`src/bus_pkg.sv`:
```
package bus_pkg;

    // lane width inside a bus word
    localparam int BYTE_WIDTH = 8;

    // word address, the two byte-offset bits are not carried
    typedef logic [29:0] word_addr_t;

    typedef logic [31:0] bus_data_t;

    // one enable per byte lane
    typedef logic [3:0] byte_sel_t;

    // board LEDs and switches share this width
    typedef logic [15:0] led_t;

    // signals driven by a bus master
    typedef struct packed {
        logic       cyc;
        logic       stb;
        logic       we;
        word_addr_t addr;
        bus_data_t  data;
        byte_sel_t  sel;
    } wb_req_t;

    // signals returned to a bus master
    typedef struct packed {
        logic      ack;
        logic      stall;
        logic      err;
        bus_data_t data;
    } wb_rsp_t;

endpackage

```
`src/switch_led_port.sv`:
```
`timescale 1ns/1ps

module switch_led_port import bus_pkg::*; (
    input  logic      i_clk,
    input  logic      i_reset,
    input  logic      i_stb,
    input  wb_req_t   i_bus_req,
    output logic      o_ack,
    output bus_data_t o_data,
    input  led_t      i_switches,
    output led_t      o_leds
);

    // lanes 0 and 1 each enable one LED byte
    always_ff @(posedge i_clk) begin
        if (i_reset) begin
            o_leds <= '0;
        end else if (i_stb && i_bus_req.we) begin
            if (i_bus_req.sel[0]) begin
                o_leds[BYTE_WIDTH-1:0] <= i_bus_req.data[BYTE_WIDTH-1:0];
            end
            if (i_bus_req.sel[1]) begin
                o_leds[2*BYTE_WIDTH-1:BYTE_WIDTH] <= i_bus_req.data[2*BYTE_WIDTH-1:BYTE_WIDTH];
            end
        end
    end

    always_ff @(posedge i_clk) begin
        if (i_reset) begin
            o_ack <= 1'b0;
        end else begin
            o_ack <= i_stb;
        end
    end

    // switches in the upper half, LEDs in the lower
    always_ff @(posedge i_clk) begin
        if (i_stb) begin
            o_data <= {i_switches, o_leds};
        end
    end

endmodule

```
`config.mk`:
```
export PLATFORM = sky130hd
export DESIGN_NAME = switch_led_port
export DESIGN_NICKNAME = d
export VERILOG_FILES = /design/src/bus_pkg.sv /design/src/switch_led_port.sv
export SDC_FILE = /design/constraint.sdc
export NUM_CORES = 1
export LEC_CHECK = 0
export BUFFER_PORTS_ARGS = -buffer_cell sky130_fd_sc_hd__buf_2
export CAP_MARGIN = 25
export CORE_ASPECT_RATIO = 0.8
export CORE_UTILIZATION = 41
export DETAILED_ROUTE_END_ITERATION = 10
export PLACE_DENSITY_LB_ADDON = 0.1
export SETUP_SLACK_MARGIN = 0.15
export SYNTH_ARGS = -nofsm -noshare
export SYNTH_HDL_FRONTEND = slang
export SYNTH_SLANG_ARGS = --single-unit
```
`constraint.sdc`:
```
create_clock -name i_clk -period 0.95 [get_ports i_clk]
set_input_delay 0.095 -clock i_clk [delete_from_list [all_inputs] [get_ports i_clk]]
set_output_delay 0.095 -clock i_clk [all_outputs]
set_load 0.005 [all_outputs]
```
# Yosys cells after proc, flatten, opt, wreduce, memory -nomap -nowiden
# Cells that the tools add are included.
[classes] n_reduce_logical=3
[op_table] operator="$reduce_and 2->1" count=2
[op_table] operator="$logic_and 1x1->1" count=1
[totals] register_bits=49 input_bits=88 output_inout_bits=49 wordCells=7

# Depth between registers and ports, before layout
[logic_depth] word_depth=2 ltp_mapped=3 ltp_nobuf=2

# Worst setup path before layout
# Ideal clock, no wire load.
[synth_path] path_type="input -> register" startpoint="in i_bus_req[0] in the netlist's numbering" endpoint="reg o_leds[0]" setup_time_ns=0.119 t_arrival_ns=0.503 required_ns=0.831 slack_ns=0.328 path_stages=3 path_buffers=1 cell_sequence="and3_1 -> buf_6 -> mux2i_1"
[synth_between] elab_chain_cells=1
[synth_lines] item="start, declared" line_no="switch_led_port.sv:7" rtl="input wb_req_t i_bus_req,"
[synth_lines] item="$reduce_and 2->1 (no source line)"
[synth_lines] item="end signal, assigned by index" line_no="switch_led_port.sv:20" rtl="o_leds[BYTE_WIDTH-1:0] <= i_bus_req.data[BYTE_WIDTH-1:0];"
[synth_lines] item="end signal, assigned by index" line_no="switch_led_port.sv:23" rtl="o_leds[2*BYTE_WIDTH-1:BYTE_WIDTH] <= i_bus_req.data[2*BYTE_WIDTH-1:BYTE_WIDTH];"
[synth_lines] item="end, declared" line_no="switch_led_port.sv:11" rtl="output led_t o_leds"
# Every way passes these cells.
# A chain may end at the register's enable or synchronous reset.

# Final worst setup path
[layout_path] startpoint="reg o_data[5]" endpoint="out o_data[5]"
[layout_rtl] item="start, declared" line_no="switch_led_port.sv:9" rtl="output bus_data_t o_data,"
[layout_rtl] item="start signal, assigned" line_no="switch_led_port.sv:39" rtl="o_data <= {i_switches, o_leds};"
# No word-level cell between the ends.

==> metrics <==
CP Buf/Inv Count=1; Vert. Die Dim=59.9 um; post-synthesis sequential area ratio=0.757; CP arrival=0.82 ns; Clock Skews=0.00504 ns; utilization after layout=0.682; crit-path max cell delay=0.39 ns; core area=3900 um^2; Port Buffers=86; # DRC=0; Pwr Total=4020 uW; Max Cap Viol=0; post-synth cell types=9; data required time at the worst endpoint=0.85 ns; share of cells above drive strength 1=0.563; HP Class=input port to register; GPL Wtd Cong=0.683; Total GRT Usage=0.171; DIE AREA=4450 um^2; Post-Synthesis Net Count=193; Setup Crit Path Kind=register to output pin; Layout area overhead=55.1%; fin nets=316; Worst-Margin Slew=0.423 ns; Cells after Synth=105; worst path cell trace=buf_2; CTS H-tree lvls=2; pwr/cell area=1510 nW/um^2; status=completed; Worst-path clk slew=0.08 ns; CTS Buffer Depth=2; Via density=4.26; initial drt markers=45; Hold Violations, Final=0; initial antenna violation count=0; startpoint types=register; CTS Sinks=49; fin crit share=0.960; CP Capture Type=output pin; Slowest-stage cell, CP=edfxtp_1; Slew HR=0.718; CTS tree=built; Initial Util=0.440; Fillers=304; Post-Syn Area=1720 um^2; Tmin final=0.912 ns; root buf cell=clkbuf_8; vias in the first global route=1,168; synth warn=0; Crit path max-delay family=flip-flops; Post-Route WL=3.51 mm; ANT cells=0; remaining global-route overflow=0; Routed WL per cell=12.4 um; maximum number of pins on one net before global-route repair=34; synthesized flop and latch total=49; vias post-DR=1,210; Post-Syn Area per Cell=16.4 um^2; row cnt=20; Final Non-Filler Cells=284; unrepaired setup endpoints after global routing=yes; Final Max Tran Viols=0; Pre-antenna DRT Iters=4; Setup Viol. Count Final=0; I/O pin count=137; antenna-violating nets left=0; peak supply drop=1.15 mV; crit-path max FO=1; Pleak=0.00119 uW; placed cells=245; DIE WIDTH=74.4 um; first-pass GRT wire length=5.31 mm; Highest Clock Rate=1.10 GHz; worst skew pair latency=0.29 ns; cts bufs inserted=5; DP HPWL=2.18 mm
[flip-flops by register name (all words and copies together) (netlist names)]
register	flops
o_data	32
o_leds	16
o_ack	1
[cell usage after synthesis, drive strengths merged]
cell | count | share of area
edfxtp | 32 | 0.56
dfxtp | 17 | 0.20
mux2i | 16 | 0.093
and3 | 2 | 0.0073
clkbuf | 2 | 0.0044
buf | 3 | 0.016
nor2b | 1 | 0.0051
nand2b | 32 | 0.12
[repair_timing]
item | 4_1_cts | 5_1_grt
resized for setup | 16 | 8
setup buffers | 12 | 3
endpoints found under the setup margin | 49 | 49
hold endpoints to repair | 16 | 0
hold buffers | 16 | 0
[metal layers]
metal	GRT usage	vias to the layer above	routed length, um
met2	0.287	53	1740
met5	0	-	0
met4	0.0889	0	51
met3	0.0641	7	283
met1	0.189	539	1430
li1	-	611	-
[tightest hold or removal path, delay by kind of cell]
family,cells,cell delay (ns)
AND/OR/NAND/NOR,1,0.05
multiplexers,1,0.06
buffers and inverters,1,0.09
[logic make-up after synthesis]
kind of cell | Yosys count | synth area share
DFF | 49 | 0.757
buffers and inverters | 5 | 0.0204
and+or+nand+nor | 35 | 0.129
muxes | 16 | 0.0932
[placed cells by master, fill, tap and decap left out]
cell / count
clkbuf_8: 5
clkinv_2: 1
dfxtp_2: 17
buf_2: 81
nand2b_1: 32
mux2i_1: 16
buf_6: 7
nor2b_2: 1
buf_4: 14
dlygate4sd3_1: 16
edfxtp_1: 32
buf_12: 3
clkbuf_1: 2
and3_1: 2
[layout make-up]
cell class / instances / area (um^2) / share of cell area
clock buffer: 7 / 76.3 / 0.0287
timing repair buffer: 121 / 810 / 0.304
tap: 55 / 68.8 / 0.0258
multi-input combinational: 51 / 382 / 0.143
clock inverter: 1 / 5.00 / 0.00188
sequential: 49 / 1320 / 0.496
[stage by stage]
step | setup slack, ns | cell area [um^2] | setup TNS [ns] | hold slack [ns]
final | 0.0379 | 2660 | 0 | 0.0458
after detailed placement | 0.0478 | 2250 | 0 | 0.273
after CTS | 0.0241 | 2600 | 0 | 0.0386
after global placement | 0.101 | 2250 | 0 | 0.271
after floorplan | 0.328 | 1720 | 0 | 0.194
after global routing | -0.00491 | 2660 | -0.00491 | 0.0438
[power by group]
group | switching, uW | leakage (uW) | total (uW) | internal (uW)
sequential | 33.7 | 0.000467 | 2430 | 2390
combinational | 172 | 0.000676 | 448 | 276
clock | 626 | 0.0000422 | 1140 | 517
[final timing paths]
kind	start	to	slack, ns	cells past startpoint
setup / recovery	o_data[5]$_DFFE_PP_	o_data[5]	0.04	1
hold / removal	i_bus_req[5]	o_leds[1]$_SDFFE_PP0P_	0.05	3
setup reg to reg	o_leds[6]$_SDFFE_PP0P_	o_data[6]$_DFFE_PP_	0.17	2
hold reg to reg	o_leds[8]$_SDFFE_PP0P_	o_data[8]$_DFFE_PP_	0.44	0
Note: power is estimated with default switching activity, not from simulation.
