## src/bus_pkg.sv

```systemverilog
package bus_pkg;

    // lane width inside a bus word
    localparam int BYTE_WIDTH = 8;

    // word address, the two byte-offset bits are not carried
    typedef logic [29:0] word_addr_t;

    typedef logic [31:0] bus_data_t;

    // one enable per byte lane
    typedef logic [3:0] byte_sel_t;

    // board LEDs and switches share this width
    typedef logic [15:0] led_t;

    // signals driven by a bus master
    typedef struct packed {
        logic       cyc;
        logic       stb;
        logic       we;
        word_addr_t addr;
        bus_data_t  data;
        byte_sel_t  sel;
    } wb_req_t;

    // signals returned to a bus master
    typedef struct packed {
        logic      ack;
        logic      stall;
        logic      err;
        bus_data_t data;
    } wb_rsp_t;

endpackage

```

## src/memory_map_pkg.sv

```systemverilog
package memory_map_pkg;

    import bus_pkg::*;

    // upper word-address bits that pick one of the large regions
    localparam int REGION_MSB_WIDTH = 9;

    typedef logic [REGION_MSB_WIDTH-1:0] region_t;

    // memory region, word addresses 0x0000000 to 0x01FFFFF
    localparam region_t RAM_REGION = 9'd0;

    // information device occupies the next region
    localparam region_t INFO_REGION = 9'd1;

    // single-word IO devices
    localparam word_addr_t SWITCH_LED_ADDR = 30'h400001;

    // low address bits decoded by the information device
    localparam int INFO_OFFSET_WIDTH = 4;

    typedef enum logic [INFO_OFFSET_WIDTH-1:0] {
        ID          = 4'd0,
        SCRATCH     = 4'd1,
        ERR_ADDR    = 4'd2,
        POWER_COUNT = 4'd3,
        IRQ         = 4'd4
    } info_reg_e;

    // returned by a read of offset ID
    localparam bus_data_t INFO_ID_WORD = 32'h20191028;

endpackage

```

## src/sys_info_regs.sv

```systemverilog
`timescale 1ns/1ps

module sys_info_regs
    import bus_pkg::*;
    import memory_map_pkg::*;
(
    input  logic      i_clk,
    input  logic      i_reset,
    input  logic      i_stb,
    input  wb_req_t   i_bus_req,
    input  logic      i_bus_err,
    output logic      o_ack,
    output bus_data_t o_data,
    output logic      o_irq
);

    info_reg_e  offset;
    bus_data_t  scratch;
    bus_data_t  power_count;
    word_addr_t prev_addr;
    word_addr_t err_addr;

    assign offset = info_reg_e'(i_bus_req.addr[INFO_OFFSET_WIDTH-1:0]);

    // register writes
    always_ff @(posedge i_clk) begin
        if (i_stb && i_bus_req.we && offset == SCRATCH) begin
            scratch <= i_bus_req.data;
        end
    end

    always_ff @(posedge i_clk) begin
        if (i_reset) begin
            o_irq <= 1'b0;
        end else if (i_stb && i_bus_req.we && offset == IRQ) begin
            o_irq <= i_bus_req.data[0];
        end
    end

    // err arrives a cycle after its strobe, so keep the address one cycle
    always_ff @(posedge i_clk) begin
        prev_addr <= i_bus_req.addr;
    end

    always_ff @(posedge i_clk) begin
        if (i_reset) begin
            err_addr <= '0;
        end else if (i_bus_err) begin
            err_addr <= prev_addr;
        end
    end

    // cycles since reset, top bit sticks once set
    always_ff @(posedge i_clk) begin
        if (i_reset) begin
            power_count <= '0;
        end else if (!power_count[31]) begin
            power_count <= power_count + 1'b1;
        end else begin
            power_count[30:0] <= power_count[30:0] + 1'b1;
        end
    end

    always_ff @(posedge i_clk) begin
        if (i_reset) begin
            o_ack <= 1'b0;
        end else begin
            o_ack <= i_stb;
        end
    end

    // read mux by offset
    always_ff @(posedge i_clk) begin
        if (i_stb) begin
            case (offset)
                ID:          o_data <= INFO_ID_WORD;
                SCRATCH:     o_data <= scratch;
                ERR_ADDR:    o_data <= {err_addr, 2'b00};
                POWER_COUNT: o_data <= power_count;
                IRQ:         o_data <= {31'h0, o_irq};
                default:     o_data <= '0;
            endcase
        end
    end

endmodule

```

## config.mk

```make
export PLATFORM = sky130hd
export DESIGN_NAME = sys_info_regs
export DESIGN_NICKNAME = d
export VERILOG_FILES = /design/src/bus_pkg.sv /design/src/memory_map_pkg.sv /design/src/sys_info_regs.sv
export SDC_FILE = /design/constraint.sdc
export NUM_CORES = 1
export LEC_CHECK = 0
export BUFFER_PORTS_ARGS = -buffer_cell sky130_fd_sc_hd__clkbuf_2
export CORE_MARGIN = 2
export CORE_UTILIZATION = 45
export DETAILED_ROUTE_END_ITERATION = 8
export HOLD_SLACK_MARGIN = 0.02
export PLACE_DENSITY = 0.67
export RECOVER_POWER = 25
export SLEW_MARGIN = 10
export SYNTH_ARGS = -nofsm -noshare
export SYNTH_HDL_FRONTEND = slang
export SYNTH_SLANG_ARGS = --single-unit
```

## constraint.sdc

```tcl
create_clock -name i_clk -period 4.9 [get_ports i_clk]
set_input_delay 0.735 -clock i_clk [delete_from_list [all_inputs] [get_ports i_clk]]
set_output_delay 0.735 -clock i_clk [all_outputs]
set_load 0.05 [all_outputs]
```

* Yosys cells after proc, flatten, opt, wreduce, memory -nomap -nowiden
Cells that the tools add are included.
** Storage, ports and cells
- Register bits after elaboration :: 158
- Memories kept :: 0
- Word-level logic and storage cells :: 20
- RAM bits :: 0
- Latch bits :: 0
- Output and inout bits :: 34
- Memory bits (read-only) :: 0
** Cells by class
- Div/mod/pow operators :: 0
- Add/subtract/negate cells :: 2
- Shift-type cells :: 0
- Equal/unequal tests :: 4
- Multipliers :: 0
- Reductions and logical operators :: 4
- Magnitude comparators :: 0
- Mux-type cells :: 3
- Bitwise logic cells :: 0
** Operators with widths (count)
- 32-bit one-hot mux with 5 select lines :: 1
- 32-bit by 1-bit adder with 32-bit output (second input constant) :: 1
- 31-bit by 1-bit adder with 31-bit output (second input constant) :: 1
- 31-bit two-way mux :: 1
- 4-bit by 2-bit == test with 1-bit output (second input constant) :: 2
- 4-bit by 1-bit == test with 1-bit output (second input constant) :: 1
- 4-bit by 3-bit == test with 1-bit output (second input constant) :: 1
- 4-bit zero test :: 1
- 1-bit logical AND :: 3
- 1-bit two-way mux :: 1

* Depth between registers and ports, before layout
- Depth in word-level cells :: 2
- Gate-level depth with buffers :: 7
- Mapped depth without buffers :: 5

* Worst setup path before layout
OpenSTA, ideal clock, no wires.
- Path kind :: input-to-reg
- Start point :: input port i_bus_req[37] in the netlist's numbering
- End point :: register scratch[0], enable pin
- Library setup time :: 0.461 ns
- Required time :: 4.439 ns
- Buffers on the path :: 2
- Data arrival time :: 3.514 ns
- Setup slack :: 0.925 ns
- Stages on the path :: 3
- Cells stage by stage :: clkbuf_1 clkbuf_1 nor3_1
** Between the ends
- Cells in the longest elaborated chain, start to end :: 2
** Ends and longest elaborated chain
- start, declared :: RTL line sys_info_regs.sv:10 : input wb_req_t i_bus_req,
- 4-bit by 1-bit == test with 1-bit output :: RTL line sys_info_regs.sv:27 : if (i_stb && i_bus_req.we && offset == SCRATCH) begin
- 1-bit logical AND :: RTL line sys_info_regs.sv:27
- end signal, assigned :: RTL line sys_info_regs.sv:28 : scratch <= i_bus_req.data;
- end, declared :: RTL line sys_info_regs.sv:18 : bus_data_t scratch;
No other way between the ends.
A chain may end at the register's enable or synchronous reset.

* Worst setup path in the final report
- Start point :: input port i_bus_req[36] in the netlist's numbering
- End point :: register o_data[21], data pin
** Between the ends
- Cells in the longest elaborated chain, start to end :: 2
- Elaborated cells on any way between the ends :: 6
- Those cells by class :: 4 x eq/ne; 1 x mux; 1 x reduce/logical
** Ends and longest elaborated chain
- 4-bit by 3-bit == test with 1-bit output, or another cell as far along :: RTL line sys_info_regs.sv:75 : case (offset)
- 32-bit one-hot mux with 5 select lines (*) :: RTL line sys_info_regs.sv:75
- end signal, assigned :: RTL line sys_info_regs.sv:77 : SCRATCH: o_data <= scratch;
- end signal, assigned :: RTL line sys_info_regs.sv:78 : ERR_ADDR: o_data <= {err_addr, 2'b00};
- end signal, assigned :: RTL line sys_info_regs.sv:79 : POWER_COUNT: o_data <= power_count;
- end, declared :: RTL line sys_info_regs.sv:13 : output bus_data_t o_data,
Mark *: on every way between the ends. The rest lies on a longest branch, timed or not.

==> results by group <==
Synthesis
  • Flops & latches, synth: approximately 160
  • Post-synth EDFFs: 64
  • Distinct cells, synth: 36
  • Async set or reset register ratio after synthesis: 0%
  • Synth Warn #: 0
  • Yosys top cell by area: edfxtp_1
  • Post-synthesis net count: about 560
  • Cell area after synthesis: roughly 0.0059 mm2
  • Post-Synthesis Cells: 481
  • Synth top area share: 32.8%
  • Syn avg cell area: 12.2 um2
  • Synth top area cells: edfxtp_1 (33%), dfxtp_1 (32%), mux2i_1 (6.7%)
  • Post-synthesis sequential area ratio: 65.0%
  • Post-synth top flop: dfxtp_1

Setup path
  • Crit path buffers/inverters: 2
  • Worst Reg-to-Reg Cells: 5
  • Worst Setup End Kind: flop
  • CP Launch Type: input port
  • FF-to-FF Start: power_count[0]$_SDFF_PP0_
  • Critical Path Fanout Max: 35
  • R2r setup slk: around 2.5 ns
  • Critical path cell sequence: clkbuf_2, clkbuf_1, nor2b_2, a22oi_1, nor2_1
  • R2r endpoint: power_count[24]$_SDFF_PP0_
  • Required time of the critical path: 5.06 ns
  • Max stage delay on crit path: 1.27 ns
  • Largest delay share family, worst path: buffers and inverters
  • Crit Path Class: in -> reg
  • WP data arrival: 3.18 ns
  • Slowest CP cell: clkbuf_1

CTS
  • Clock Root Buffer: clkbuf_16
  • Clock transition at path regs: 0.06 ns
  • CTS tree: built
  • CTS max path bufs: 2
  • Clock Sinks: 158
  • H-tree depth: 4
  • Worst skew pair latency: 0.42 ns
  • TritonCTS buffer count: 17
  • Cts repair resizes: 0
  • Post-CTS setup buffers: 0
  • Hold_buf cts: 0

Floorplanning
  • Die H: 118 um
  • Core ar.: around 0.013 mm2
  • Die extent in x: ~120 um
  • IO Count: 107
  • Row count: 41
  • Die area: about 0.014 mm2
  • Starting Density: 46.2%

Drt
  • Post-route DRC: 0
  • DRT Pass-1 Iters: 7
  • ANT nets after route: 0
  • DRT Wirelength: 12.7 mm
  • Mean number of vias per cell: roughly 5.3
  • Via count: ~4,000
  • Avg WL per Cell: 16.7 um
  • Starting DRT DRC Count: 311

STA
  • Min Tclk post-route: 3.02 ns
  • Clock Skews: 0.0102 ns
  • Hold WS: 0.404 ns
  • RSZ-0062 raised after global routing: false
  • Worst-Margin Slew: 1.74 ns
  • Slew Viols, Final: 36
  • Final Hold Fails: 0
  • Period utilization: 61.7%
  • Max Clock Freq: between 0.3 and 0.4 GHz
  • Setup_tns: 0 ns
  • Final setup violation count: 0
  • Rel. slew slack: -16.0%

Finish
  • Share of layout cells above drive strength 1: 25.0%
  • Number of diodes: 0
  • Area delta synth->final: 19.5%
  • Post-route cell area: 0.00700 mm2
  • Nets: 649
  • Post-route insts no fill: between 700 and 800

Placed design
  • Post-place instance area: 0.00650 mm2
  • Routability cong.: 0.824
  • Hpwl dp: 8.35 mm
  • Placed Cells: 728
  • IO Port Bufs: 100

Global routing
  • Gr usage total: a little under a fifth
  • Pin count of the biggest net entering global routing: 66
  • First-pass GRT wire length: 20.0 mm
  • Initial antenna violation count: 0
  • Number of global-route vias before repair: about 3,900
  • Gr ovfl total: 0

Outcome
  • Violated checks: max-capacitance violations, max-slew violations
  • Outcome: finished, violations left

Worst hold path
  • Hold Path Stages: 1
  • Class of the worst hold path: in -> reg
  • Min-delay src: i_bus_req[45]
  • Hold EP: prev_addr[9]$_DFF_P_

Run
  • Max Cap Viol: 1

Power and ir drop
  • Power Density: 399 mW/mm2
  • VDD IR max: around 260 uV
  • Lkg Pwr: 0.00270 uW
==> layout make-up <==
cell class / instances / area, um2
clock buffers: 19 / 433
clock inverters: 13 / 90.1
fillers: 1095 / 5670
inverters: 3 / 11.3
multi-input cells: 290 / 1920
flip-flops and latches: 158 / 3800
well taps: 172 / 215
repair buffers: 105 / 528
==> how the worst max path moves through the flow <==
stage                              from                    end  slack, ns  depth (start not counted)
after floorplan           i_bus_req[37]   scratch[0]$_DFFE_PP_       0.92                          3
after global placement    i_bus_req[39]  scratch[23]$_DFFE_PP_       2.01                          5
after detailed placement          i_stb  scratch[23]$_DFFE_PP_       1.94                          5
after CTS                         i_stb  scratch[23]$_DFFE_PP_       2.39                          5
after global routing      i_bus_req[36]   o_data[21]$_DFFE_PP_       1.66                          5
final                     i_bus_req[36]   o_data[21]$_DFFE_PP_       1.88                          5
==> state kept, by name, summed over array words and instances, names as in the netlist <==
register,count
o_irq,1
err_addr,30
o_data,32
power_count,32
o_ack,1
prev_addr,30
scratch,32
==> cell usage in the layout (no fill, tap or decap), types with 17 or more instances in the layout <==
cell,Yosys,routed
dfxtp_1,94,94
clkbuf_2,0,85
nor2_1,70,70
edfxtp_1,64,64
mux2i_1,39,39
a21oi_1,25,25
mux2_2,23,23
a22oi_1,23,23
clkbuf_1,22,18
clkbuf_16,0,17
==> stage by stage <==
stage,util [%],setup slack (ns),total power [uW]
global route,55.2,1.66,2890
detailed placement,51.3,1.94,1650
finish,55.2,1.88,2790
CTS,55.4,2.39,2810
global placement,51.3,2.01,1650
floorplan,-,0.925,1580
==> power breakdown <==
part           internal, uW  total, uW  switching, uW
registers              1410       1430           19.1
clock network           647       1170            523
logic                  62.8        186            123
total                  2120       2790            665
==> layer usage <==
| layer | share of wire (%) | routed length, um | track usage [%] | vias to the layer above |
|---|---|---|---|---|
| li1 | - | - | - | 1943 |
| met1 | 45 | 5740 | 24.7 | 1908 |
| met2 | 47 | 6010 | 29.2 | 126 |
| met3 | 5.8 | 735 | 4.84 | 19 |
| met4 | 1.6 | 202 | 8.13 | 0 |
| met5 | 0 | 0 | 0 | - |
==> logic make-up (layout without fill, tap and decap cells) <==
logic type                 Yosys count  after routing  synth area share, %
AOI/OAI and AO/OA                   75             75                 7.76
xor gates and xnor gates            12             12                 1.79
adders and majority gates            1              1                0.214
buffers and inverters               33            140                 2.41
DFF                                158            158                 65.0
muxes                               62             62                 11.1
and+or+nand+nor                    140            140                 11.8
==> cell usage after synthesis (8+ instances only) <==
cell type / number
dfxtp_1: 94
nor2_1: 70
edfxtp_1: 64
mux2i_1: 39
a21oi_1: 25
a22oi_1: 23
mux2_2: 23
clkbuf_1: 22
o21ai_0: 14
nand3_1: 12
nand2_1: 10
or3_1: 10
or4_1: 10
nand4_1: 8
o31ai_1: 8
Note: power is estimated with default switching activity, not from simulation.
