`config.mk`:
```
export PLATFORM = sky130hd
export DESIGN_NAME = wb_priority_arbiter
export DESIGN_NICKNAME = d
export VERILOG_FILES = /design/src/bus_pkg.sv /design/src/wb_priority_arbiter.sv
export SDC_FILE = /design/constraint.sdc
export NUM_CORES = 1
export LEC_CHECK = 0
export BUFFER_PORTS_ARGS = -buffer_cell sky130_fd_sc_hd__buf_4
export CAP_MARGIN = 20
export CORE_AREA = 5 5 117 119
export DETAILED_ROUTE_END_ITERATION = 8
export DIE_AREA = 0 0 122 124
export HOLD_SLACK_MARGIN = 0.02
export SYNTH_ARGS = -nofsm -noshare
export SYNTH_HDL_FRONTEND = slang
export SYNTH_SLANG_ARGS = --single-unit
```
`constraint.sdc`:
```
create_clock -name i_clk -period 1.5 [get_ports i_clk]
set_input_delay 0.15 -clock i_clk [delete_from_list [all_inputs] [get_ports i_clk]]
set_output_delay 0.15 -clock i_clk [all_outputs]
set_load 0.02 [all_outputs]
```
`src/bus_pkg.sv`:
```
package bus_pkg;

    // lane width inside a bus word
    localparam int BYTE_WIDTH = 8;

    // word address, the two byte-offset bits are not carried
    typedef logic [29:0] word_addr_t;

    typedef logic [31:0] bus_data_t;

    // one enable per byte lane
    typedef logic [3:0] byte_sel_t;

    // board LEDs and switches share this width
    typedef logic [15:0] led_t;

    // signals driven by a bus master
    typedef struct packed {
        logic       cyc;
        logic       stb;
        logic       we;
        word_addr_t addr;
        bus_data_t  data;
        byte_sel_t  sel;
    } wb_req_t;

    // signals returned to a bus master
    typedef struct packed {
        logic      ack;
        logic      stall;
        logic      err;
        bus_data_t data;
    } wb_rsp_t;

endpackage

```
`src/wb_priority_arbiter.sv`:
```
`timescale 1ns/1ps

module wb_priority_arbiter import bus_pkg::*; (
    input  logic    i_clk,
    input  logic    i_reset,

    // master a, has priority
    input  wb_req_t i_a_req,
    output wb_rsp_t o_a_rsp,

    // master b
    input  wb_req_t i_b_req,
    output wb_rsp_t o_b_rsp,

    // shared bus
    output wb_req_t o_bus_req,
    input  wb_rsp_t i_bus_rsp
);

    // set while master b owns the bus
    logic    b_owner;
    wb_rsp_t stalled_rsp;

    // ownership rests on a
    always_ff @(posedge i_clk) begin
        if (i_reset) begin
            b_owner <= 1'b0;
        end else if (b_owner) begin
            // b keeps the bus for as long as it holds cyc
            b_owner <= i_b_req.cyc;
        end else begin
            // only take over when a is idle, so none of a's strobes are in flight
            b_owner <= i_b_req.cyc && !i_a_req.cyc;
        end
    end

    assign o_bus_req = b_owner ? i_b_req : i_a_req;

    // what the waiting master sees
    always_comb begin
        stalled_rsp       = i_bus_rsp;
        stalled_rsp.ack   = 1'b0;
        stalled_rsp.err   = 1'b0;
        stalled_rsp.stall = 1'b1;
    end

    // read data reaches both masters, handshake only the owner
    assign o_a_rsp = b_owner ? stalled_rsp : i_bus_rsp;
    assign o_b_rsp = b_owner ? i_bus_rsp : stalled_rsp;

endmodule

```
; Word-level counts from Yosys, hierarchy flattened
; Cells that the tools add are included.
[word_totals]
mem_bits_ro = 0
memories = 0
inputBits = 175
out_inout_bits = 139
mem_bits_rw = 0
ff_bits = 1
latch_bits = 0
[op_classes]
add_sub_neg = 0
muxes = 4
shifts = 0
order_cmp = 0
n_eq_ne = 0
mul = 0
bitwise = 0
n_div = 0
reduce_logical = 2
[ops]
columns = operator, n
row1 = two-way mux 35 bit, 2
row2 = two-way mux 69 bit, 1
row3 = logical AND 1 bit, 1
row4 = logical NOT 1 bit, 1
row5 = two-way mux 1 bit, 1

; Logic depth before layout (Yosys ltp)
; Gate-level depths: netlist of run 1.
[logic_depth]
depth_word = 3
depth_mapped = 3

; Worst setup path before layout of run 1
; Ideal clock, no wire load.
[synth_timing]
kind = reg-to-output
from = reg b_owner
to = out o_bus_req[65] (netlist name)
required_time_ns = 1.350
path_slack_ns = 0.307
path_buffers = 2
arrival_time_ns = 1.043
stages_incl_launch_ff = 4
path_cell_list = dfxtp_1 -> buf_4 -> buf_6 -> mux2_1
[synth_lines]
columns = item, line
row1 = start: declaration, wb_priority_arbiter.sv:21  ; logic b_owner;
row2 = start signal: assignment, wb_priority_arbiter.sv:30  ; b_owner <= i_b_req.cyc;
row3 = start signal: assignment, wb_priority_arbiter.sv:33  ; b_owner <= i_b_req.cyc && !i_a_req.cyc;
row4 = end: declaration, wb_priority_arbiter.sv:16  ; output wb_req_t o_bus_req,

==> Flow_metrics.wiki, run 1 <==
{| class="wikitable"
! Metric !! Value
|-
| Worst-case setup slack after placement || 0.199 ns
|-
| Worst min-delay path class || in2out
|-
| Length in cells of the worst reg-to-reg path || 3
|-
| Final Total Pwr || 995 uW
|-
| Height of the die || 124 um
|-
| Primary FF master, synth || sky130_fd_sc_hd__dfxtp_1
|-
| Hold path startpoint || i_bus_rsp[28]
|-
| Yosys synthesis warning count || 0
|-
| Mean number of vias per cell || 3.40
|-
| Area growth from synthesis to final layout || 89.0%
|-
| Destination of the worst register-to-register timing path || b_owner$_SDFF_PP0_
|-
| Normalized max-slew margin || 82.2%
|-
| Area after DPL || 2850 sq um
|-
| Maximum net fanout on the critical path || 40
|-
| Synth area leaders || sky130_fd_sc_hd__buf_4 (32%), sky130_fd_sc_hd__mux2_4 (30%), sky130_fd_sc_hd__mux2_2 (26%)
|-
| Longest individual stage delay on the worst path || 0.37 ns
|-
| Max Transition Viols Final || 0
|-
| Largest registers || b_owner (1)
|-
| DRC errors left || 0
|-
| Arrival time of data at the critical path endpoint || 1.15 ns
|-
| Post-Synth XOR/XNOR Area || 0%
|-
| Total Negative Setup Slacks || 0 ns
|-
| Maximum clock frequency || 768 MHz
|-
| Post-synthesis adder-cell area fraction || 0%
|-
| Gate count after technology mapping || 150
|-
| Leakage power || 0.00145 uW
|-
| Number of violations reported at the end of detailed-routing iteration 0 || 17
|-
| Insertion delay of the later-clocked pin in the worst-skew pair || 0 ns
|-
| Actual slew at the worst max-slew pin || 0.266 ns
|-
| PortBufs || 217
|-
| Critical path startpoint category || flop
|-
| Clock Skew || 0 ns
|-
| Top-count cell post-synth || sky130_fd_sc_hd__buf_4
|-
| Routability Congestion || 0.662
|-
| Area fraction in compound gates after synthesis || 0.499%
|-
| Antenna violations before repair || 0
|-
| Detailed Routing Iterations Pass 1 || 4
|-
| Syn_area_per_cell || 10.0 sq um
|-
| Post-synthesis mux area share || 58.4%
|-
| End point of the worst hold path || o_b_rsp[28]
|-
| Share of layout cells above drive strength 1 || 96.3%
|-
| Number of distinct library cells after synthesis || 13
|-
| Main combinational cell family by area after synthesis || multiplexers
|-
| Via count of the first global-routing pass || 1634
|-
| Floorplan die area || 15100 sq um
|-
| Worst hold path cell count || 0
|-
| Library cell contributing the largest single delay on the critical path || sky130_fd_sc_hd__mux2_2
|-
| Mapped Nets || 325
|-
| Worst setup path category || reg2out
|-
| Cell area after technology mapping || 1510 sq um
|-
| Total power density per cell area || 350 nW/um^2
|-
| Proportion of synthesized flip-flops having asynchronous set or reset || 0%
|-
| Overall fraction of global-route tracks in use || 6.47%
|-
| Sequential element share of the synthesized area || 1.33%
|-
| Grt total ovfl || 0
|-
| CTS resizes || 0
|-
| Setup fix buffers added after clock tree synthesis || 0
|-
| Post-Layout Inst Area || 2850 sq um
|-
| Seq. cell area || 23.8 sq um
|-
| Unrepaired setup endpoints after global routing || false
|-
| Overall die width || 122 um
|-
| Maximum number of pins on one net before global-route repair || 41
|-
| Register containing the most flip-flops in the final layout || b_owner
|-
| Worst vdd rail ir drop || 203 uV
|-
| I/O pin count || 314
|-
| Number of nets in the layout || 474
|-
| Final-layout fill cell count || 1345
|-
| Flip-flop count of the largest register after layout || 1
|-
| Critical register-to-register path startpoint || b_owner$_SDFF_PP0_
|-
| Crit path capture type || primary output
|-
| Clock transition at path regs || 0 ns
|-
| Global-route wire length before repair || 8200 um
|-
| Synthesized-area fraction occupied by and/or/nand/nor cells || 3.41%
|-
| Outcome || finished clean
|-
| Placeable core region || 12500 sq um
|-
| Total area of multi-input combinational cells || 937 sq um
|-
| Setup slack on the worst flop-to-flop path || 0.59 ns
|-
| Crit path required time || 1.35 ns
|-
| Row cnt || 41
|-
| Number of hold-slack violations in the final timing report || 0
|-
| Final period util || 86.9%
|-
| Min Clock Period, post-route || 1.30 ns
|-
| Detailed-route via count || 1596
|-
| Top-area cell type share of the netlist area || 32.4%
|-
| Most frequent cells after synthesis || sky130_fd_sc_hd__buf_4 (65), sky130_fd_sc_hd__mux2_2 (35), sky130_fd_sc_hd__mux2_4 (30)
|-
| Antenna violation net count after detailed routing || 0
|-
| Cell taking the most area after synthesis || sky130_fd_sc_hd__buf_4
|-
| Antenna diodes || 0
|-
| Detail-routed net length per standard cell || 13.1 um
|-
| Cells traversed along the worst timing path || buf_12, mux2_2, buf_4
|-
| Initial Util || 12.1%
|-
| Number of max-capacitance violations reported || 0
|-
| Setup violations, final || 0
|-
| Overall routed net length || 6140 um
|-
| Final HPWL DP || 5510 um
|-
| Final setup margin || 0.197 ns
|-
| Synthesis-stage register bit count || 1
|-
| Hold buffer count at CTS || 0
|-
| Number of synthesized flops with an enable pin || 0
|}
==> layout make-up <==
type                            count  area share [%]
Tap cell                          172            7.56
Sequential cell                     1           0.836
Multi-Input combinational cell     77            32.9
Timing Repair Buffer              219            58.7
==> kinds of logic after synthesis <==
| family | Yosys count |
|---|---|
| flops | 1 |
| simple gates | 8 |
| buf+inv | 72 |
| compound gates | 1 |
| mux | 68 |
==> worst max-delay path, delay by kind of cell, from the launching register on <==
| kind | cells | cell delay, ns |
|---|---|---|
| buf+inv | 2 | 0.39 |
| mux | 1 | 0.37 |
| flops | 1 | 0.35 |
==> layer usage <==
| metal | global-route usage, % | share of wire, % | vias up |
|---|---|---|---|
| li1 | - | - | 742 |
| met1 | 7.07 | 33 | 685 |
| met2 | 12.4 | 50 | 152 |
| met5 | 0 | 0 | - |
| met4 | 1.05 | 1.5 | 0 |
| met3 | 2.04 | 16 | 17 |
==> where the power goes <==
part	leakage (uW)	internal, uW	switching, uW
clock	0	0	0
combinational	0.00144	580	385
sequential	0.00000891	27.6	2.02
==> cells in the final DEF (no fill, tap or decap), types with 2 or more instances in the layout <==
cell type	n
sky130_fd_sc_hd__and2_1	2
sky130_fd_sc_hd__buf_12	2
sky130_fd_sc_hd__buf_4	217
sky130_fd_sc_hd__mux2_1	3
sky130_fd_sc_hd__mux2_2	35
sky130_fd_sc_hd__mux2_4	30
sky130_fd_sc_hd__nor2b_1	3
==> per-stage QoR <==
stage / hold slack [ns] / instances / util [%]
floorplan: 0.226 / 150 / -
global placement: 0.300 / 469 / 22.8
detailed placement: 0.300 / 469 / 22.8
CTS: 0.300 / 469 / 22.8
global route: 0.300 / 469 / 22.8
finish: 0.300 / 469 / 22.8
==> how the worst max path moves through the flow <==
stage                             from       endpoint  slack, ns  cells after the start
floorplan           b_owner$_SDFF_PP0_  o_bus_req[65]       0.31                      3
global placement    b_owner$_SDFF_PP0_   o_bus_req[1]       0.22                      3
detailed placement  b_owner$_SDFF_PP0_  o_bus_req[24]       0.20                      3
CTS                 b_owner$_SDFF_PP0_  o_bus_req[24]       0.20                      3
global route        b_owner$_SDFF_PP0_  o_bus_req[24]       0.15                      3
finish              b_owner$_SDFF_PP0_  o_bus_req[19]       0.20                      3
Power figures use the tool's default switching activity.
==> inputs of run 2 (changes only) <==
SETUP_SLACK_MARGIN = 0.5   (was unset)
==> run 2 against run 1 <==
  * First-iteration DRC count increased by 5.9%
  * Clock skew stayed put
  * Final area rose by 5.7%
  * Sequential share of layout area about the same
  * Critical path type unchanged
  * Critical endpoint is now o_bus_req[13]
  * Largest cell class unchanged
  * Highest routed layer unchanged
==> Flow_metrics.wiki, run 2 (synthesis gave the netlist of run 1 again) <==
{| class="wikitable"
! Metric !! Value
|-
| Share of layout cells above drive strength 1 || 99.0%
|-
| Clock transition at path regs || 0 ns
|-
| Number of nets in the layout || 483
|-
| DRC errors left || 0
|-
| Antenna violations before repair || 0
|-
| Critical register-to-register path startpoint || b_owner$_SDFF_PP0_
|-
| I/O pin count || 314
|-
| Worst setup startpoint || b_owner$_SDFF_PP0_
|-
| Row cnt || 41
|-
| Commonest non-fill, non-tap cell in the layout || sky130_fd_sc_hd__buf_4
|-
| Final-layout fill cell count || 1340
|-
| PortBufs || 217
|-
| Detailed Routing Iterations Pass 1 || 3
|-
| Clock Skew || 0 ns
|-
| Global-route wire length before repair || 8500 um
|-
| Overall fraction of global-route tracks in use || 6.85%
|-
| Register containing the most flip-flops in the final layout || b_owner
|-
| Flip-flop count of the largest register after layout || 1
|-
| Placeable core region || 12500 sq um
|-
| Unrepaired setup endpoints after global routing || true
|-
| Maximum number of pins on one net before global-route repair || 36
|-
| Worst min-delay path class || in2out
|-
| Largest registers || b_owner (1)
|-
| Via count of the first global-routing pass || 1768
|-
| Outcome || finished clean
|-
| Setup slack on the worst flop-to-flop path || 0.70 ns
|-
| Number of violations reported at the end of detailed-routing iteration 0 || 18
|-
| Total Negative Setup Slacks || 0 ns
|-
| Maximum clock frequency || 760 MHz
|-
| Insertion delay of the later-clocked pin in the worst-skew pair || 0 ns
|-
| Min Hold Slack || 0.300 ns
|-
| Routability Congestion || 0.681
|-
| Length in cells of the worst reg-to-reg path || 3
|-
| Normalized max-slew margin || 84.9%
|-
| Number of hold-slack violations in the final timing report || 0
|-
| Height of the die || 124 um
|-
| Min Clock Period, post-route || 1.32 ns
|-
| Floorplan die area || 15100 sq um
|-
| Initial Util || 12.1%
|-
| Antenna diodes || 0
|-
| Detail-routed net length per standard cell || 13.7 um
|-
| Grt total ovfl || 0
|-
| Area growth from synthesis to final layout || 99.8%
|-
| Max Transition Viols Final || 0
|-
| Top library cells by usage in the layout, fill and taps aside || sky130_fd_sc_hd__buf_4 (223), sky130_fd_sc_hd__mux2_2 (35), sky130_fd_sc_hd__mux2_4 (33)
|-
| Leakage power || 0.00154 uW
|-
| Destination of the worst register-to-register timing path || b_owner$_SDFF_PP0_
|-
| Worst setup path category || reg2out
|-
| Number of max-capacitance violations reported || 0
|-
| Detailed-route via count || 1641
|-
| Maximum net fanout on the critical path || 35
|-
| Arrival time of data at the critical path endpoint || 1.17 ns
|-
| Antenna violation net count after detailed routing || 0
|-
| Crit path capture type || primary output
|-
| Final HPWL DP || 5550 um
|-
| Crit path required time || 1.35 ns
|-
| Overall routed net length || 6530 um
|-
| Final period util || 87.8%
|-
| Mean number of vias per cell || 3.43
|-
| Actual slew at the worst max-slew pin || 0.226 ns
|-
| Hold buffer count at CTS || 0
|-
| Setup violations, final || 0
|-
| End point of the critical path || o_bus_req[13]
|-
| Total power density per cell area || 346 nW/um^2
|-
| Overall die width || 122 um
|-
| Worst vdd rail ir drop || 151 uV
|-
| Critical path startpoint category || flop
|}
[run 2: cell type report]
class	instances	area, sq um	share of cell area (%)
Multi-Input combinational cell	77	966	32.1
Sequential cell	1	23.8	0.791
Tap cell	172	215	7.16
Timing Repair Buffer	228	1800	59.9
[run 2: stage by stage]
| stage | utilization [%] | power [uW] | instance area, sq um | worst slack (ns) | std cells |
|---|---|---|---|---|---|
| final | 24.1 | 1040 | 3010 | 0.184 | 478 |
| after global placement | 23.0 | 1000 | 2870 | 0.181 | 469 |
| after detailed placement | 23.0 | 1010 | 2870 | 0.157 | 469 |
| after floorplan | - | 741 | 1540 | 0.386 | 150 |
| after CTS | 23.7 | 1040 | 2960 | 0.167 | 475 |
| after global routing | 24.1 | 1100 | 3010 | 0.143 | 478 |
[run 2: repair_timing]
item,4_1_cts,5_1_grt
gates resized for setup,1,4
endpoints found under the setup margin,74,75
cloned,2,1
hold endpoints to repair,0,0
setup buffers,4,2
[run 2: worst min path at each step]
| stage | start | endpoint | slack (ns) | cells after the start |
|---|---|---|---|---|
| 2_1_floorplan | i_reset | b_owner$_SDFF_PP0_ | 0.22 | 1 |
| 4_1_cts | i_bus_rsp[8] | o_a_rsp[8] | 0.30 | 0 |
| 6_report | i_bus_rsp[21] | o_a_rsp[21] | 0.30 | 0 |
| 3_5_place_dp | i_bus_rsp[8] | o_a_rsp[8] | 0.30 | 0 |
| 3_3_place_gp | i_bus_rsp[8] | o_a_rsp[8] | 0.30 | 0 |
| 5_1_grt | i_bus_rsp[27] | o_a_rsp[27] | 0.30 | 0 |
[run 2: power breakdown]
| part | switching, uW | internal (uW) | total, uW |
|---|---|---|---|
| Combinational | 392 | 618 | 1010 |
| Sequential | 3.54 | 27.7 | 31.2 |
| Clock | 0 | 0 | 0 |
[run 2: worst max-delay path: stages (launching register included)]
cell	delay [ns]
sky130_fd_sc_hd__dfxtp_4	0.38
sky130_fd_sc_hd__buf_16	0.22
sky130_fd_sc_hd__mux2_2	0.37
sky130_fd_sc_hd__buf_4	0.16
[run 2: routing by layer]
metal | part of all wire [%] | wire [um] | vias up | track usage [%]
li1 | - | - | 765 | -
met1 | 34 | 2210 | 707 | 7.37
met2 | 50 | 3270 | 165 | 13.5
met3 | 16 | 1040 | 4 | 2.41
met4 | 0.15 | 10 | 0 | 0.280
met5 | 0 | 0 | - | 0
